File: config.mk
export PLATFORM = sky130hd
export DESIGN_NAME = ili9341_controller
export DESIGN_NICKNAME = d
export VERILOG_FILES = /design/src/design/ili9341_pkg.sv /design/src/design/spi_shifter.sv /design/src/design/pixel_splitter.sv /design/src/design/lcd_sequencer.sv /design/src/design/ili9341_controller.sv
export SDC_FILE = /design/constraint.sdc
export NUM_CORES = 1
export LEC_CHECK = 0
export BUFFER_PORTS_ARGS = -buffer_cell sky130_fd_sc_hd__clkbuf_2
export CAP_MARGIN = 20
export CORE_ASPECT_RATIO = 1.25
export CORE_UTILIZATION = 45
export DETAILED_ROUTE_END_ITERATION = 10
export HOLD_SLACK_MARGIN = 0.1
export PLACE_DENSITY = 0.6
export SYNTH_ARGS = -nofsm -noshare
export SYNTH_HDL_FRONTEND = slang
export SYNTH_SLANG_ARGS = --single-unit
File: constraint.sdc
create_clock -name clk -period 3.9 [get_ports clk]
set_input_delay 0.975 -clock clk [delete_from_list [all_inputs] [get_ports clk]]
set_output_delay 0.975 -clock clk [all_outputs]
set_load 0.02 [all_outputs]
File: src/design/ili9341_pkg.sv
package ili9341_pkg;

    // One display word as it travels between stages
    typedef struct packed {
        logic       dc;     // 0 command, 1 data
        logic [7:0] data;
    } lcd_word_t;

    // --------------------
    // Panel opcodes
    typedef enum logic [7:0] {
        SWRESET   = 8'h01,
        SLPOUT    = 8'h11,
        GAMMASET  = 8'h26,
        DISPON    = 8'h29,
        CASET     = 8'h2A,  // Column address set
        PASET     = 8'h2B,  // Page address set
        RAMWR     = 8'h2C,
        MADCTL    = 8'h36,  // Memory access control
        VSCRADD   = 8'h37,
        PIXFMT    = 8'h3A,
        FRMCTR1   = 8'hB1,
        DFUNCTR   = 8'hB6,
        PWCTR1    = 8'hC0,
        PWCTR2    = 8'hC1,
        VMCTR1    = 8'hC5,
        VMCTR2    = 8'hC7,
        POWERA    = 8'hCB,
        POWERB    = 8'hCF,
        DTCA      = 8'hE8,
        DTCB      = 8'hEA,
        POWER_SEQ = 8'hED,
        GAMMA3_EN = 8'hF2,
        PRC       = 8'hF7   // Pump ratio control
    } lcd_cmd_e;

    typedef enum logic [3:0] {
        START,
        SEND_RESET,
        WAIT_RESET,
        SEND_INIT,
        WAIT_INIT,
        DISPLAY_ON,
        WAIT_ON,
        SET_ROTATION,
        SET_WINDOW,
        FRAME_LOOP,
        FRAME_PAUSE
    } seq_state_e;

    localparam int INIT_LEN = 51;
    localparam int WINDOW_WORDS = 11;              // CASET through RAMWR
    localparam logic [7:0] MADCTL_ROTATION = 8'hE8; // MY | MX | MV | BGR

    function automatic lcd_word_t cmd_word(input lcd_cmd_e cmd);
        return '{dc: 1'b0, data: cmd};
    endfunction

    function automatic lcd_word_t data_word(input logic [7:0] value);
        return '{dc: 1'b1, data: value};
    endfunction

    // --------------------
    // Power-up register table
    function automatic lcd_word_t init_word(input int unsigned idx);
        case (idx)
            0:  return cmd_word(POWERA);
            1:  return data_word(8'h39);
            2:  return data_word(8'h2C);
            3:  return data_word(8'h00);
            4:  return data_word(8'h34);
            5:  return data_word(8'h02);
            6:  return cmd_word(POWERB);
            7:  return data_word(8'h00);
            8:  return data_word(8'hC1);
            9:  return data_word(8'h30);
            10: return cmd_word(DTCA);
            11: return data_word(8'h85);
            12: return data_word(8'h00);
            13: return data_word(8'h78);
            14: return cmd_word(DTCB);
            15: return data_word(8'h00);
            16: return data_word(8'h00);
            17: return cmd_word(POWER_SEQ);
            18: return data_word(8'h64);
            19: return data_word(8'h03);
            20: return data_word(8'h12);
            21: return data_word(8'h81);
            22: return cmd_word(PRC);
            23: return data_word(8'h20);
            24: return cmd_word(PWCTR1);
            25: return data_word(8'h23);     // GVDD level
            26: return cmd_word(PWCTR2);
            27: return data_word(8'h10);
            28: return cmd_word(VMCTR1);
            29: return data_word(8'h3E);
            30: return data_word(8'h28);
            31: return cmd_word(VMCTR2);
            32: return data_word(8'h86);
            33: return cmd_word(MADCTL);
            34: return data_word(8'h48);     // Portrait until rotation is set
            35: return cmd_word(VSCRADD);
            36: return data_word(8'h00);
            37: return cmd_word(PIXFMT);
            38: return data_word(8'h55);     // 16 bits per pixel
            39: return cmd_word(FRMCTR1);
            40: return data_word(8'h00);
            41: return data_word(8'h18);
            42: return cmd_word(DFUNCTR);
            43: return data_word(8'h08);
            44: return data_word(8'h82);
            45: return data_word(8'h27);
            46: return cmd_word(GAMMA3_EN);
            47: return data_word(8'h00);
            48: return cmd_word(GAMMASET);
            49: return data_word(8'h01);
            50: return cmd_word(SLPOUT);
            default: return data_word(8'h00);
        endcase
    endfunction

endpackage

File: src/design/spi_shifter.sv
module spi_shifter
    import ili9341_pkg::*;
(
    input  logic      clk,
    input  logic      rst,
    input  lcd_word_t tx_word,
    input  logic      tx_valid,
    output logic      tx_ready,
    output logic      spi_mosi,
    output logic      spi_sck,
    output logic      spi_cs,
    output logic      spi_dc
);

    logic       busy;
    logic [7:0] shift_q;
    logic [2:0] bit_cnt;
    logic       phase;   // 0 sck low half, 1 sck high half

    assign tx_ready = ~busy;
    assign spi_mosi = shift_q[7];   // MSB first

    always_ff @(posedge clk) begin
        if (rst) begin
            busy    <= 1'b0;
            shift_q <= '0;
            bit_cnt <= '0;
            phase   <= 1'b0;
            spi_sck <= 1'b0;
            spi_cs  <= 1'b1;
            spi_dc  <= 1'b0;
        end else if (!busy) begin
            if (tx_valid) begin
                busy    <= 1'b1;
                shift_q <= tx_word.data;
                spi_dc  <= tx_word.dc;   // Held for the whole word
                spi_cs  <= 1'b0;
                bit_cnt <= '0;
                phase   <= 1'b0;
            end
        end else if (!phase) begin
            spi_sck <= 1'b1;   // Panel samples here
            phase   <= 1'b1;
        end else begin
            spi_sck <= 1'b0;
            phase   <= 1'b0;
            if (bit_cnt == 3'd7) begin
                // Last bit done, release the bus
                busy   <= 1'b0;
                spi_cs <= 1'b1;
            end else begin
                bit_cnt <= bit_cnt + 3'd1;
                shift_q <= {shift_q[6:0], 1'b0};   // Next bit on falling sck
            end
        end
    end

endmodule

File: src/design/pixel_splitter.sv
module pixel_splitter
    import ili9341_pkg::*;
(
    input  logic        clk,
    input  logic        rst,
    input  logic [15:0] pixel_data,
    input  logic        pixel_valid,
    output logic        pixel_ready,
    output lcd_word_t   pix_word,
    output logic        pix_valid,
    input  logic        pix_ready
);

    logic [15:0] pixel_q;
    logic        full;
    logic        low_next;   // High byte already taken

    assign pixel_ready = ~full;
    assign pix_valid   = full;
    assign pix_word    = data_word(low_next ? pixel_q[7:0] : pixel_q[15:8]);

    always_ff @(posedge clk) begin
        if (pixel_valid && pixel_ready) begin
            pixel_q <= pixel_data;
        end
    end

    always_ff @(posedge clk) begin
        if (rst) begin
            full     <= 1'b0;
            low_next <= 1'b0;
        end else if (pixel_valid && pixel_ready) begin
            full     <= 1'b1;
            low_next <= 1'b0;
        end else if (pix_valid && pix_ready) begin
            if (low_next) begin
                full <= 1'b0;   // Both bytes gone
            end
            low_next <= ~low_next;
        end
    end

endmodule

File: src/design/lcd_sequencer.sv
module lcd_sequencer
    import ili9341_pkg::*;
#(
    parameter int wait_cycles = 2_500_000
) (
    input  logic      clk,
    input  logic      rst,
    input  logic      frame_done,
    input  lcd_word_t pix_word,
    input  logic      pix_valid,
    output logic      pix_ready,
    output lcd_word_t tx_word,
    output logic      tx_valid,
    input  logic      tx_ready
);

    localparam int WAIT_W = $clog2(wait_cycles + 1);
    localparam int IDX_W = $clog2(INIT_LEN);
    localparam int STEP_W = $clog2(WINDOW_WORDS);

    seq_state_e        state_q;
    logic [IDX_W-1:0]  init_idx;
    logic [STEP_W-1:0] step;
    logic [WAIT_W-1:0] wait_cnt;
    logic              byte_odd;    // High byte of a pixel has been sent
    logic              wait_state;
    logic              wait_done;
    logic              pause_req;
    logic              tx_fire;

    assign tx_fire    = tx_valid && tx_ready;
    assign wait_state = (state_q == WAIT_RESET) || (state_q == WAIT_INIT) ||
                        (state_q == WAIT_ON);
    // Count only once the last word has left the pins
    assign wait_done  = wait_state && tx_ready && (wait_cnt == WAIT_W'(wait_cycles - 1));
    assign pause_req  = frame_done && !byte_odd;   // Only on a pixel boundary

    // --------------------
    // Word on offer
    always_comb begin
        tx_word   = data_word(8'h00);
        tx_valid  = 1'b0;
        pix_ready = 1'b0;
        case (state_q)
            SEND_RESET: begin
                tx_word  = cmd_word(SWRESET);
                tx_valid = 1'b1;
            end
            SEND_INIT: begin
                tx_word  = init_word(init_idx);
                tx_valid = 1'b1;
            end
            DISPLAY_ON: begin
                tx_word  = cmd_word(DISPON);
                tx_valid = 1'b1;
            end
            SET_ROTATION: begin
                tx_word  = (step == '0) ? cmd_word(MADCTL) : data_word(MADCTL_ROTATION);
                tx_valid = 1'b1;
            end
            SET_WINDOW: begin
                tx_valid = 1'b1;
                case (step)
                    STEP_W'(0):  tx_word = cmd_word(CASET);
                    STEP_W'(3):  tx_word = data_word(8'h01);
                    STEP_W'(4):  tx_word = data_word(8'h3F);   // Last column 319
                    STEP_W'(5):  tx_word = cmd_word(PASET);
                    STEP_W'(9):  tx_word = data_word(8'hEF);   // Last row 239
                    STEP_W'(10): tx_word = cmd_word(RAMWR);
                    default:     tx_word = data_word(8'h00);
                endcase
            end
            FRAME_LOOP: begin
                tx_word   = pix_word;
                tx_valid  = pix_valid && !pause_req;
                pix_ready = tx_ready && !pause_req;
            end
            default: ;
        endcase
    end

    // --------------------
    // Wait counter
    always_ff @(posedge clk) begin
        if (rst) begin
            wait_cnt <= '0;
        end else if (wait_state && tx_ready) begin
            wait_cnt <= wait_done ? '0 : wait_cnt + 1'b1;
        end
    end

    // --------------------
    // Sequence FSM
    always_ff @(posedge clk) begin
        if (rst) begin
            state_q  <= START;
            init_idx <= '0;
            step     <= '0;
            byte_odd <= 1'b0;
        end else begin
            case (state_q)
                START:      state_q <= SEND_RESET;
                SEND_RESET: if (tx_fire) state_q <= WAIT_RESET;
                WAIT_RESET: if (wait_done) state_q <= SEND_INIT;
                SEND_INIT: begin
                    if (tx_fire) begin
                        if (init_idx == IDX_W'(INIT_LEN - 1)) begin
                            init_idx <= '0;
                            state_q  <= WAIT_INIT;
                        end else begin
                            init_idx <= init_idx + 1'b1;
                        end
                    end
                end
                WAIT_INIT:  if (wait_done) state_q <= DISPLAY_ON;
                DISPLAY_ON: if (tx_fire) state_q <= WAIT_ON;
                WAIT_ON:    if (wait_done) state_q <= SET_ROTATION;
                SET_ROTATION: begin
                    if (tx_fire) begin
                        if (step == STEP_W'(1)) begin
                            step    <= '0;
                            state_q <= SET_WINDOW;
                        end else begin
                            step <= step + 1'b1;
                        end
                    end
                end
                SET_WINDOW: begin
                    if (tx_fire) begin
                        if (step == STEP_W'(WINDOW_WORDS - 1)) begin
                            step    <= '0;
                            state_q <= FRAME_LOOP;
                        end else begin
                            step <= step + 1'b1;
                        end
                    end
                end
                FRAME_LOOP: begin
                    if (tx_fire) begin
                        byte_odd <= ~byte_odd;
                    end
                    if (pause_req) begin
                        state_q <= FRAME_PAUSE;
                    end
                end
                FRAME_PAUSE: if (!frame_done) state_q <= FRAME_LOOP;
                default:    state_q <= START;
            endcase
        end
    end

endmodule

File: src/design/ili9341_controller.sv
module ili9341_controller
    import ili9341_pkg::*;
#(
    parameter int wait_cycles = 2_500_000   // 100 ms at 25 MHz
) (
    input  logic        clk,
    input  logic        rst,
    input  logic [15:0] pixel_data,
    input  logic        pixel_valid,
    output logic        pixel_ready,
    input  logic        frame_done,
    output logic        spi_mosi,
    output logic        spi_sck,
    output logic        spi_cs,
    output logic        spi_dc
);

    lcd_word_t pix_word;
    logic      pix_valid;
    logic      pix_ready;
    lcd_word_t tx_word;
    logic      tx_valid;
    logic      tx_ready;

    // --------------------
    // Pixel bytes
    pixel_splitter u_splitter (
        .clk         (clk),
        .rst         (rst),
        .pixel_data  (pixel_data),
        .pixel_valid (pixel_valid),
        .pixel_ready (pixel_ready),
        .pix_word    (pix_word),
        .pix_valid   (pix_valid),
        .pix_ready   (pix_ready)
    );

    lcd_sequencer #(
        .wait_cycles (wait_cycles)
    ) u_sequencer (
        .clk        (clk),
        .rst        (rst),
        .frame_done (frame_done),
        .pix_word   (pix_word),
        .pix_valid  (pix_valid),
        .pix_ready  (pix_ready),
        .tx_word    (tx_word),
        .tx_valid   (tx_valid),
        .tx_ready   (tx_ready)
    );

    // SPI pins
    spi_shifter u_shifter (
        .clk      (clk),
        .rst      (rst),
        .tx_word  (tx_word),
        .tx_valid (tx_valid),
        .tx_ready (tx_ready),
        .spi_mosi (spi_mosi),
        .spi_sck  (spi_sck),
        .spi_cs   (spi_cs),
        .spi_dc   (spi_dc)
    );

endmodule

==> results.md, run 1 <==
- The remaining global-route overflow is 0.
- Of the total power, the share spent switching nets is 0.3214.
- The flop and latch count out of synthesis is 80.
- The start-to-end type of the worst setup path is reg2reg.
- STA classifies the critical path startpoint as a flop.
- The cell family contributing the most delay on the critical path is simple AND/OR/NAND/NOR gates.
- The final cell utilization of the core is 0.5071.
- The total CTS buffers is 9.
- The cell area that synthesis handed to floorplanning was about 0.0048 mm2.
- The number of cells upsized or downsized after cts is 0.
- Together, buffers and inverters on the worst path number 1.
- The average vias per placed instance is 6.078.
- Timing would allow up to 298.7 MHz.
- The share of the clock period used by the worst path after layout is 0.8585.
- The design internal power is 0.001748 W.
- The via total after detailed routing is 4443.
- No sink is reached through more buffers than the 2 on the longest clock path.
- The gate count of the mapped netlist is ~590.
- In the final layout, the share of cells above drive strength 1 is 0.1302.
- The first routing iteration left around 300 violations.
- The count of yosys warnings during synthesis is 0.
- The full die area is 0.01119 mm2.
- sky130_fd_sc_hd__dfxtp_1 takes more of the synthesized area than any other cell.
- The main flop type after synthesis is sky130_fd_sc_hd__dfxtp_1.
- From synthesis to final layout, the design area changed by 9.992%.
- On the critical path, the stage with the largest delay is an instance of sky130_fd_sc_hd__dfxtp_1.
- The power per standard cell area is 483.2 mW/mm2.
- The via count of the first global-routing pass was between 4000 and 5000.
- The H-tree was split into 3 levels.
- The first global-routing pass estimated 20.16 mm of wire.
- The number of nets handed over by synthesis was 621.
- The congestion estimate from routability-driven global placement came to 0.9206.
- The count of input and output buffers is 24.
- The fraction of power consumed by sequential logic is 0.411.
- The first TritonRoute pass finished after 5 iterations.
- STA puts the critical path data arrival time at 3.57 ns.
- The worst-case setup margin in the final layout is 0.5520 ns.
- During I/O placement, the number of pins put on the boundary was 25.
- The met1 usage in global routing is 0.2891.
- At the placement stage, the worst setup path has a slack of 0.6926 ns.
- The peak supply drop is 191.6 uV.
- The sink count of the clock tree is 80.
- The TritonCTS clock tree is yes.
- The count of max-cap constraint violations is 0.
- The layer with the highest usage is met2.
- The aggregate global-route resource usage is 0.2289.
- On the final layout, the worst clock skew is 0.004067 ns.
- Of the total power, combinational logic draws 0.241.
- The number of different library cells used by synthesis comes to 85.
- The starting density of the core is 0.4611.
- For this run, the register share of the synthesized area comes to 0.3635.
- In the global route stage, met2 resource usage came out at 0.3786.
- After detailed routing, the number of remaining DRC violations is 0.
- The flow ran to the end, and the final reports show no timing, DRC or antenna violations.
- On the worst path, the slowest cell contributes a delay of 0.69 ns.
- The initial antenna violation count is 0.
- The tightest min-delay check is of the reg2reg type.
- The final number of hold-violating endpoints is 0.
- Ranked by total cell area, the synthesized netlist is headed by sky130_fd_sc_hd__dfxtp_1 (26%), sky130_fd_sc_hd__edfxtp_1 (9.9%), sky130_fd_sc_hd__nor2_1 (5.7%).
- Of the total power, the clock network draws 0.348.
- The biggest fanout along the worst timing path is 19.
- Adding up every negative setup slack in the final design gives 0 ns.
- The initialized floorplan defines 42 standard-cell rows.
- The worst path in the final design needs a cycle of 3.348 ns, including I/O delays and setup.
- The top-area cell type share of the netlist area is 0.2644.
- 0 antenna diodes ended up in the layout.
- Setup violations remaining at the end of the flow were counted as 0.
- In this run the post-CTS setup repair buffer count came out at 0.
- The global routing usage on met3 is 0.03553.
- The clock root buffer is sky130_fd_sc_hd__clkbuf_16.
- Summed over all nets, the half-perimeter wirelength after detailed placement is roughly 8.9 mm.
- The most used cell along the critical path is sky130_fd_sc_hd__nor2_1.
- The remaining number of nets flagged by the antenna check after routing is 0.
- In this run the horizontal extent of the chip is 94.82 um.
- At the pin with the least slew margin, the transition time is 0.6728 ns.
- The wire length reported by the detailed router is 12.32 mm.
- Clock-pin slew was measured on the worst setup and hold paths at 0.06 ns.
- The leakage component of the power is roughly 1.9 nW.
- The power dissipated by switching net loads is between 0.0008 and 0.0009 W.
- The post-synthesis area per instance is 8.227 um2.
- After floorplanning, the core was sized to cover between 0.01 and 0.015 mm2.
- The total count of max-transition violations in the final report is 0.
- The total number of nets in the final design is 626.
- Setup repair after global routing left no endpoint under its margin.
- The per-cell routed wire length is 16.85 um.
- The worst-skew pair later-pin latency is 0.33 ns.
- The required arrival time at the worst endpoint is 4.12 ns.
- Measured along the y axis, the die boundary spans about 120 um.
- Measured against its own limit, the worst slew margin works out to 0.5456.
- Yosys mapped a number of flops with a built-in enable equal to 16.
- The capturing element type of the critical path is a flop.
- The critical path goes through and3b_1 -> nand2_1 -> nor2_1 -> a21oi_1 -> nor2_1 -> inv_1 -> ha_1 -> nor2_1 -> a22oi_1 -> o21ai_1 -> a211o_1.
- Entering global routing, the biggest net connects 25 pins.
- The number of hold buffers added after CTS is 0.
- The share of flip-flops with an asynchronous set or reset after synthesis is 0.
kinds of logic (layout without fill, tap and decap cells):
kind of cell	Yosys count	in the layout	share of synthesized area
compound gates	164	164	0.2252
mux	14	14	0.03176
buf+inv	52	62	0.04854
flops	80	80	0.3635
xor+xnor	28	28	0.05061
simple gates	239	239	0.2494
fa+ha+maj	12	12	0.03098
path summary, 6_finish.rpt:
check | slack [ns] | from | depth (start not counted) | to
worst min register to register | 0.47 | u_shifter.bit_cnt[1] | 2 | u_shifter.bit_cnt[1]
worst min-delay path | 0.47 | u_shifter.bit_cnt[1] | 2 | u_shifter.bit_cnt[1]
worst max register to register | 0.55 | u_sequencer.state_q[1] | 11 | flop
worst max-delay path | 0.55 | u_sequencer.state_q[1] | 11 | flop
layout by cell type, fill, tap and decap left out, types with 12 or more instances in the layout:
master                     count
sky130_fd_sc_hd__nor2_1       73
sky130_fd_sc_hd__ha_1         12
sky130_fd_sc_hd__nand2_1      57
sky130_fd_sc_hd__o21ai_0      36
sky130_fd_sc_hd__nand3_1      24
sky130_fd_sc_hd__a211oi_1     12
sky130_fd_sc_hd__clkbuf_2     24
sky130_fd_sc_hd__a21oi_1      43
sky130_fd_sc_hd__edfxtp_1     16
sky130_fd_sc_hd__xnor2_1      12
sky130_fd_sc_hd__dfxtp_1      64
sky130_fd_sc_hd__xor2_1       16
sky130_fd_sc_hd__inv_1        13
power groups by stage:
stage	Clock, W	Sequential (W)	Combinational [W]
floorplan	0	0.00103	0.000504
global placement	0	0.00107	0.000608
detailed placement	0	0.00108	0.000617
CTS	0.000920	0.00106	0.000619
global route	0.000958	0.00108	0.000682
finish	0.000896	0.00106	0.000621
routing by layer:
layer / vias up / wire length [um]
met2: 132 / 6078
li1: 2150 / -
met4: 0 / 318
met5: - / 0
met3: 30 / 520
met1: 2131 / 5402
worst register-to-register path, stage by stage, from the launching register on:
cell and delay (ns):
sky130_fd_sc_hd__dfxtp_1 0.69, sky130_fd_sc_hd__and3b_1 0.29, sky130_fd_sc_hd__nand2_1 0.28, sky130_fd_sc_hd__nor2_1 0.17, sky130_fd_sc_hd__a21oi_1 0.13, sky130_fd_sc_hd__nor2_1 0.30
sky130_fd_sc_hd__inv_1 0.17, sky130_fd_sc_hd__ha_1 0.51, sky130_fd_sc_hd__nor2_1 0.13, sky130_fd_sc_hd__a22oi_1 0.19, sky130_fd_sc_hd__o21ai_1 0.10, sky130_fd_sc_hd__a211o_1 0.30
synth_stat cells (13+ instances only):
cell type                   n
sky130_fd_sc_hd__xor2_1    16
sky130_fd_sc_hd__edfxtp_1  16
sky130_fd_sc_hd__nand3_1   24
sky130_fd_sc_hd__dfxtp_1   64
sky130_fd_sc_hd__clkbuf_1  17
sky130_fd_sc_hd__a21oi_1   43
sky130_fd_sc_hd__o21ai_0   36
sky130_fd_sc_hd__inv_1     13
sky130_fd_sc_hd__nor2_1    73
sky130_fd_sc_hd__nand2_1   57
per-stage QoR:
| step | hold WS, ns | power (W) | instances | cell area, um2 |
|---|---|---|---|---|
| final | 0.4742 | 0.002576 | 731 | 5330 |
| after detailed placement | 0.4692 | 0.001694 | 715 | 5010 |
| after global routing | 0.4994 | 0.002717 | 731 | 5330 |
| after floorplan | 0.4483 | 0.001533 | 589 | 4846 |
| after global placement | 0.4579 | 0.001681 | 715 | 5010 |
| after CTS | 0.4780 | 0.002598 | 731 | 5330 |
cell type report:
| cell class | instances | area (um2) |
|---|---|---|
| fill | 1050 | 5180 |
| tap | 132 | 165.2 |
| multi-input combinational | 457 | 2849 |
| clock inverter | 7 | 95.09 |
| clock buffer | 9 | 225.2 |
| sequential | 80 | 1762 |
| timing repair buffer | 32 | 180.2 |
| inverter | 14 | 53.80 |
No activity file was read; power rests on OpenSTA's default activity.
==> run 2, diff against run 1 <==
- CORE_ASPECT_RATIO: 1.25 -> default
- GPL_TIMING_DRIVEN: default -> 0
==> run 2 against run 1 <==
  * Non-clock buffer count up 30
  * Sequential share of layout area down 0.22 points
  * Count of clock-buffer cells in the layout unchanged
  * Core utilization up 1.0 points
  * Combinational power up 13%
  * Sequential cell count unchanged
  * Worst setup slack worse by 0.23 ns
  * Via count up 1.7%
  * Register-to-register slack worse by 0.23 ns
  * Routed wire length up 4.1%
==> results.md, run 2 (synthesis results as in run 1) <==
- Clock skew on the completed layout was measured at 0.01441 ns.
- Timing would allow up to 279.9 MHz.
- The number of hold buffers added after CTS was 0.
- No sink is reached through more buffers than the 2 on the longest clock path.
- In the layout the commonest cells are sky130_fd_sc_hd__nor2_1 (73), sky130_fd_sc_hd__dfxtp_1 (64), sky130_fd_sc_hd__nand2_1 (57).
- After detailed routing, the total wire length is ~13 mm.
- The total negative slack for setup checks is 0 ns.
- The die is roughly 110 um wide.
- The worst-skew pair later-pin latency is 0.37 ns.
- The detailed router placed 4517 vias in this run.
- The startpoint identified for the worst hold timing path is u_sequencer.wait_cnt[21].
- After clock tree synthesis, the clock-pin slew on the worst setup and hold paths is around 0.090 ns.
- The number of placement rows is 37.
- The worst-case IR drop observed on VDD is 184.9 uV.
- After legalization and detailed placement, the total HPWL measured 9.307 mm.
- Across all hold checks on the routed design, the worst slack comes to approximately 0.49 ns.
- The first global-routing pass estimated 21.31 mm of wire.
- Using the TritonRoute via totals, the vias-per-cell ratio works out to 5.905.
- TritonCTS built the clock tree.
- The required arrival time at the worst endpoint is 4.12 ns.
- The initial antenna violation count came to 0.
- The max-slew headroom at the worst pin is 0.5447.
- The startpoint of the most critical register-to-register path is u_sequencer.init_idx[0].
- Of the available clock period, the critical path in the final layout requires 0.9162.
- 25 I/O pins were placed.
- The per-cell routed wire length is roughly 17 um.
- STA classifies the critical path startpoint as a flop.
- The ratio of cells with drive above 1 in the final layout is 0.1431.
- Walking the worst path, the cells encountered are inv_1 -> ha_1 -> and4b_4 -> nand2_1 -> a32oi_2 -> inv_1 -> ha_1 -> clkbuf_1 -> nand2_1 -> a21oi_1 -> o311ai_1 -> o211ai_1.
- The remaining global-route overflow is 0.
- The detail route stage leaves a number of antenna-violating nets equal to 0.
- The full die area is 0.01119 mm2.
- The timing startpoint of the critical path is u_sequencer.init_idx[0].
- Entering global routing, the biggest net connects 16 pins.
- After detailed routing, the number of remaining DRC violations is 0.
- The total area inside the core boundary comes to 0.01037 mm2.
- The run finished with clean final reports.
- The filler cells instantiated in the layout total 1039.
- The start-to-end type of the worst setup path is reg2reg.
- The final number of hold-violating endpoints came to 0.
- The total CTS buffers is 9.
- The aggregate global-route resource usage is 0.2397.
- For this configuration, the core starts out at a cell density of 0.4673.
- Power spread over the standard cell area amounts to 449.5 mW/mm2.
- After clock tree synthesis, the setup repair step added 0 buffers.
- The number of cells upsized or downsized after cts is 0.
- Setup repair after global routing left no endpoint under its margin.
- The cell count of the worst hold path is 2.
- Measured along the y axis, the die boundary spans 105.8 um.
- Among all stages on the critical path, the largest delay is contributed by sky130_fd_sc_hd__a32oi_2.
- The total count of max-transition violations in the final report is 0.
- The biggest fanout along the worst timing path is 11.
- The count of H-tree levels built during CTS is 3.
- After the last flow step, the layout net total stands at 656.
- The via count of the first global-routing pass is 4285.
- The clock drives 80 sinks.
- The endpoint arrival time on the critical path is approximately 3.8 ns.
- For this run, the slowest stage of the critical path takes 0.58 ns.
- 0 antenna diodes ended up in the layout.
- Routability-driven placement finished with a final weighted congestion of around 0.94.
- The synthesis-to-finish area growth is 10.74%.
- Prior to clock tree synthesis, the placed netlist has a worst setup slack of 0.2491 ns.
- Input and output buffers added on the ports amount to 23.
- In this run, the number of DRC markers left after iteration 0 of detailed routing was 310.
- The clock root buffer is sky130_fd_sc_hd__clkbuf_8.
- The leakage component of the power is around 1.9 nW.
- After layout, the worst setup slack is 0.3269 ns.
- The worst register-to-register path has a setup slack of roughly 0.33 ns.
- The worst path in the final design needs a cycle of 3.573 ns, including I/O delays and setup.
- The setup violation total in the final timing report is 0.
- Before antenna repair, the detailed router went through 5 iterations.
- For the worst flop-to-flop path, the logic depth is 12.
- The capturing element type of the critical path is a flop.
- Max-cap violations in this run came to 0.
- For the pin with the worst max-slew slack, the measured transition is 0.6812 ns.
- The library cell used most frequently in the layout, excluding fill and tap cells, is sky130_fd_sc_hd__nor2_1.
- The class of the tightest hold or removal check is reg2reg.
[run 2: how the worst min path moves through the flow]
stage	to	slack [ns]
after floorplan	u_shifter.shift_q[0]	0.45
final	u_sequencer.wait_cnt[21]	0.49
after global routing	u_shifter.bit_cnt[1]	0.50
after CTS	u_shifter.shift_q[0]	0.49
after global placement	u_shifter.bit_cnt[1]	0.46
after detailed placement	u_shifter.bit_cnt[2]	0.47
[run 2: metrics by stage]
| step | instances | utilization | area, um2 | total power, W |
|---|---|---|---|---|
| floorplan | 589 | - | 4846 | 0.001533 |
| global placement | 748 | 0.4948 | 5131 | 0.001708 |
| detailed placement | 749 | 0.4955 | 5139 | 0.001722 |
| CTS | 765 | 0.5175 | 5366 | 0.002428 |
| global route | 765 | 0.5175 | 5366 | 0.002564 |
| finish | 765 | 0.5175 | 5366 | 0.002412 |
[run 2: final cells by class]
type / instances / area, um2 / area share
Tap cell: 136 / 170.2 / 0.03171
Inverter: 14 / 53.80 / 0.01003
Multi-Input combinational cell: 457 / 2849 / 0.5309
Sequential cell: 80 / 1762 / 0.3283
Timing Repair Buffer: 24 / 122.6 / 0.02285
Buffer: 38 / 181.4 / 0.03381
Clock buffer: 9 / 123.9 / 0.02308
Clock inverter: 7 / 103.9 / 0.01935
[run 2: worst max-delay path, delay by kind of cell, from the launching register on]
kind                     cells  cell delay, ns
buffers and inverters        3            0.70
adder cells (fa/ha/maj)      2            0.47
flip-flops                   1            0.41
AND/OR/NAND/NOR              3            0.61
AO/OA/AOI/OAI                4            1.24
[run 2: metal layers]
metal / vias to the layer above / global-route usage / share of wire
li1: 2219 / - / -
met1: 2129 / 0.3163 / 0.46
met2: 145 / 0.3894 / 0.47
met3: 24 / 0.03340 / 0.053
met4: 0 / 0.1052 / 0.022
met5: - / 0 / 0
[run 2: where the power goes]
part           switching, W  internal (W)  total (W)
combinational      0.000448      0.000255   0.000703
clock              0.000333      0.000368   0.000701
sequential        0.0000589      0.000949    0.00101
total              0.000840       0.00157    0.00241
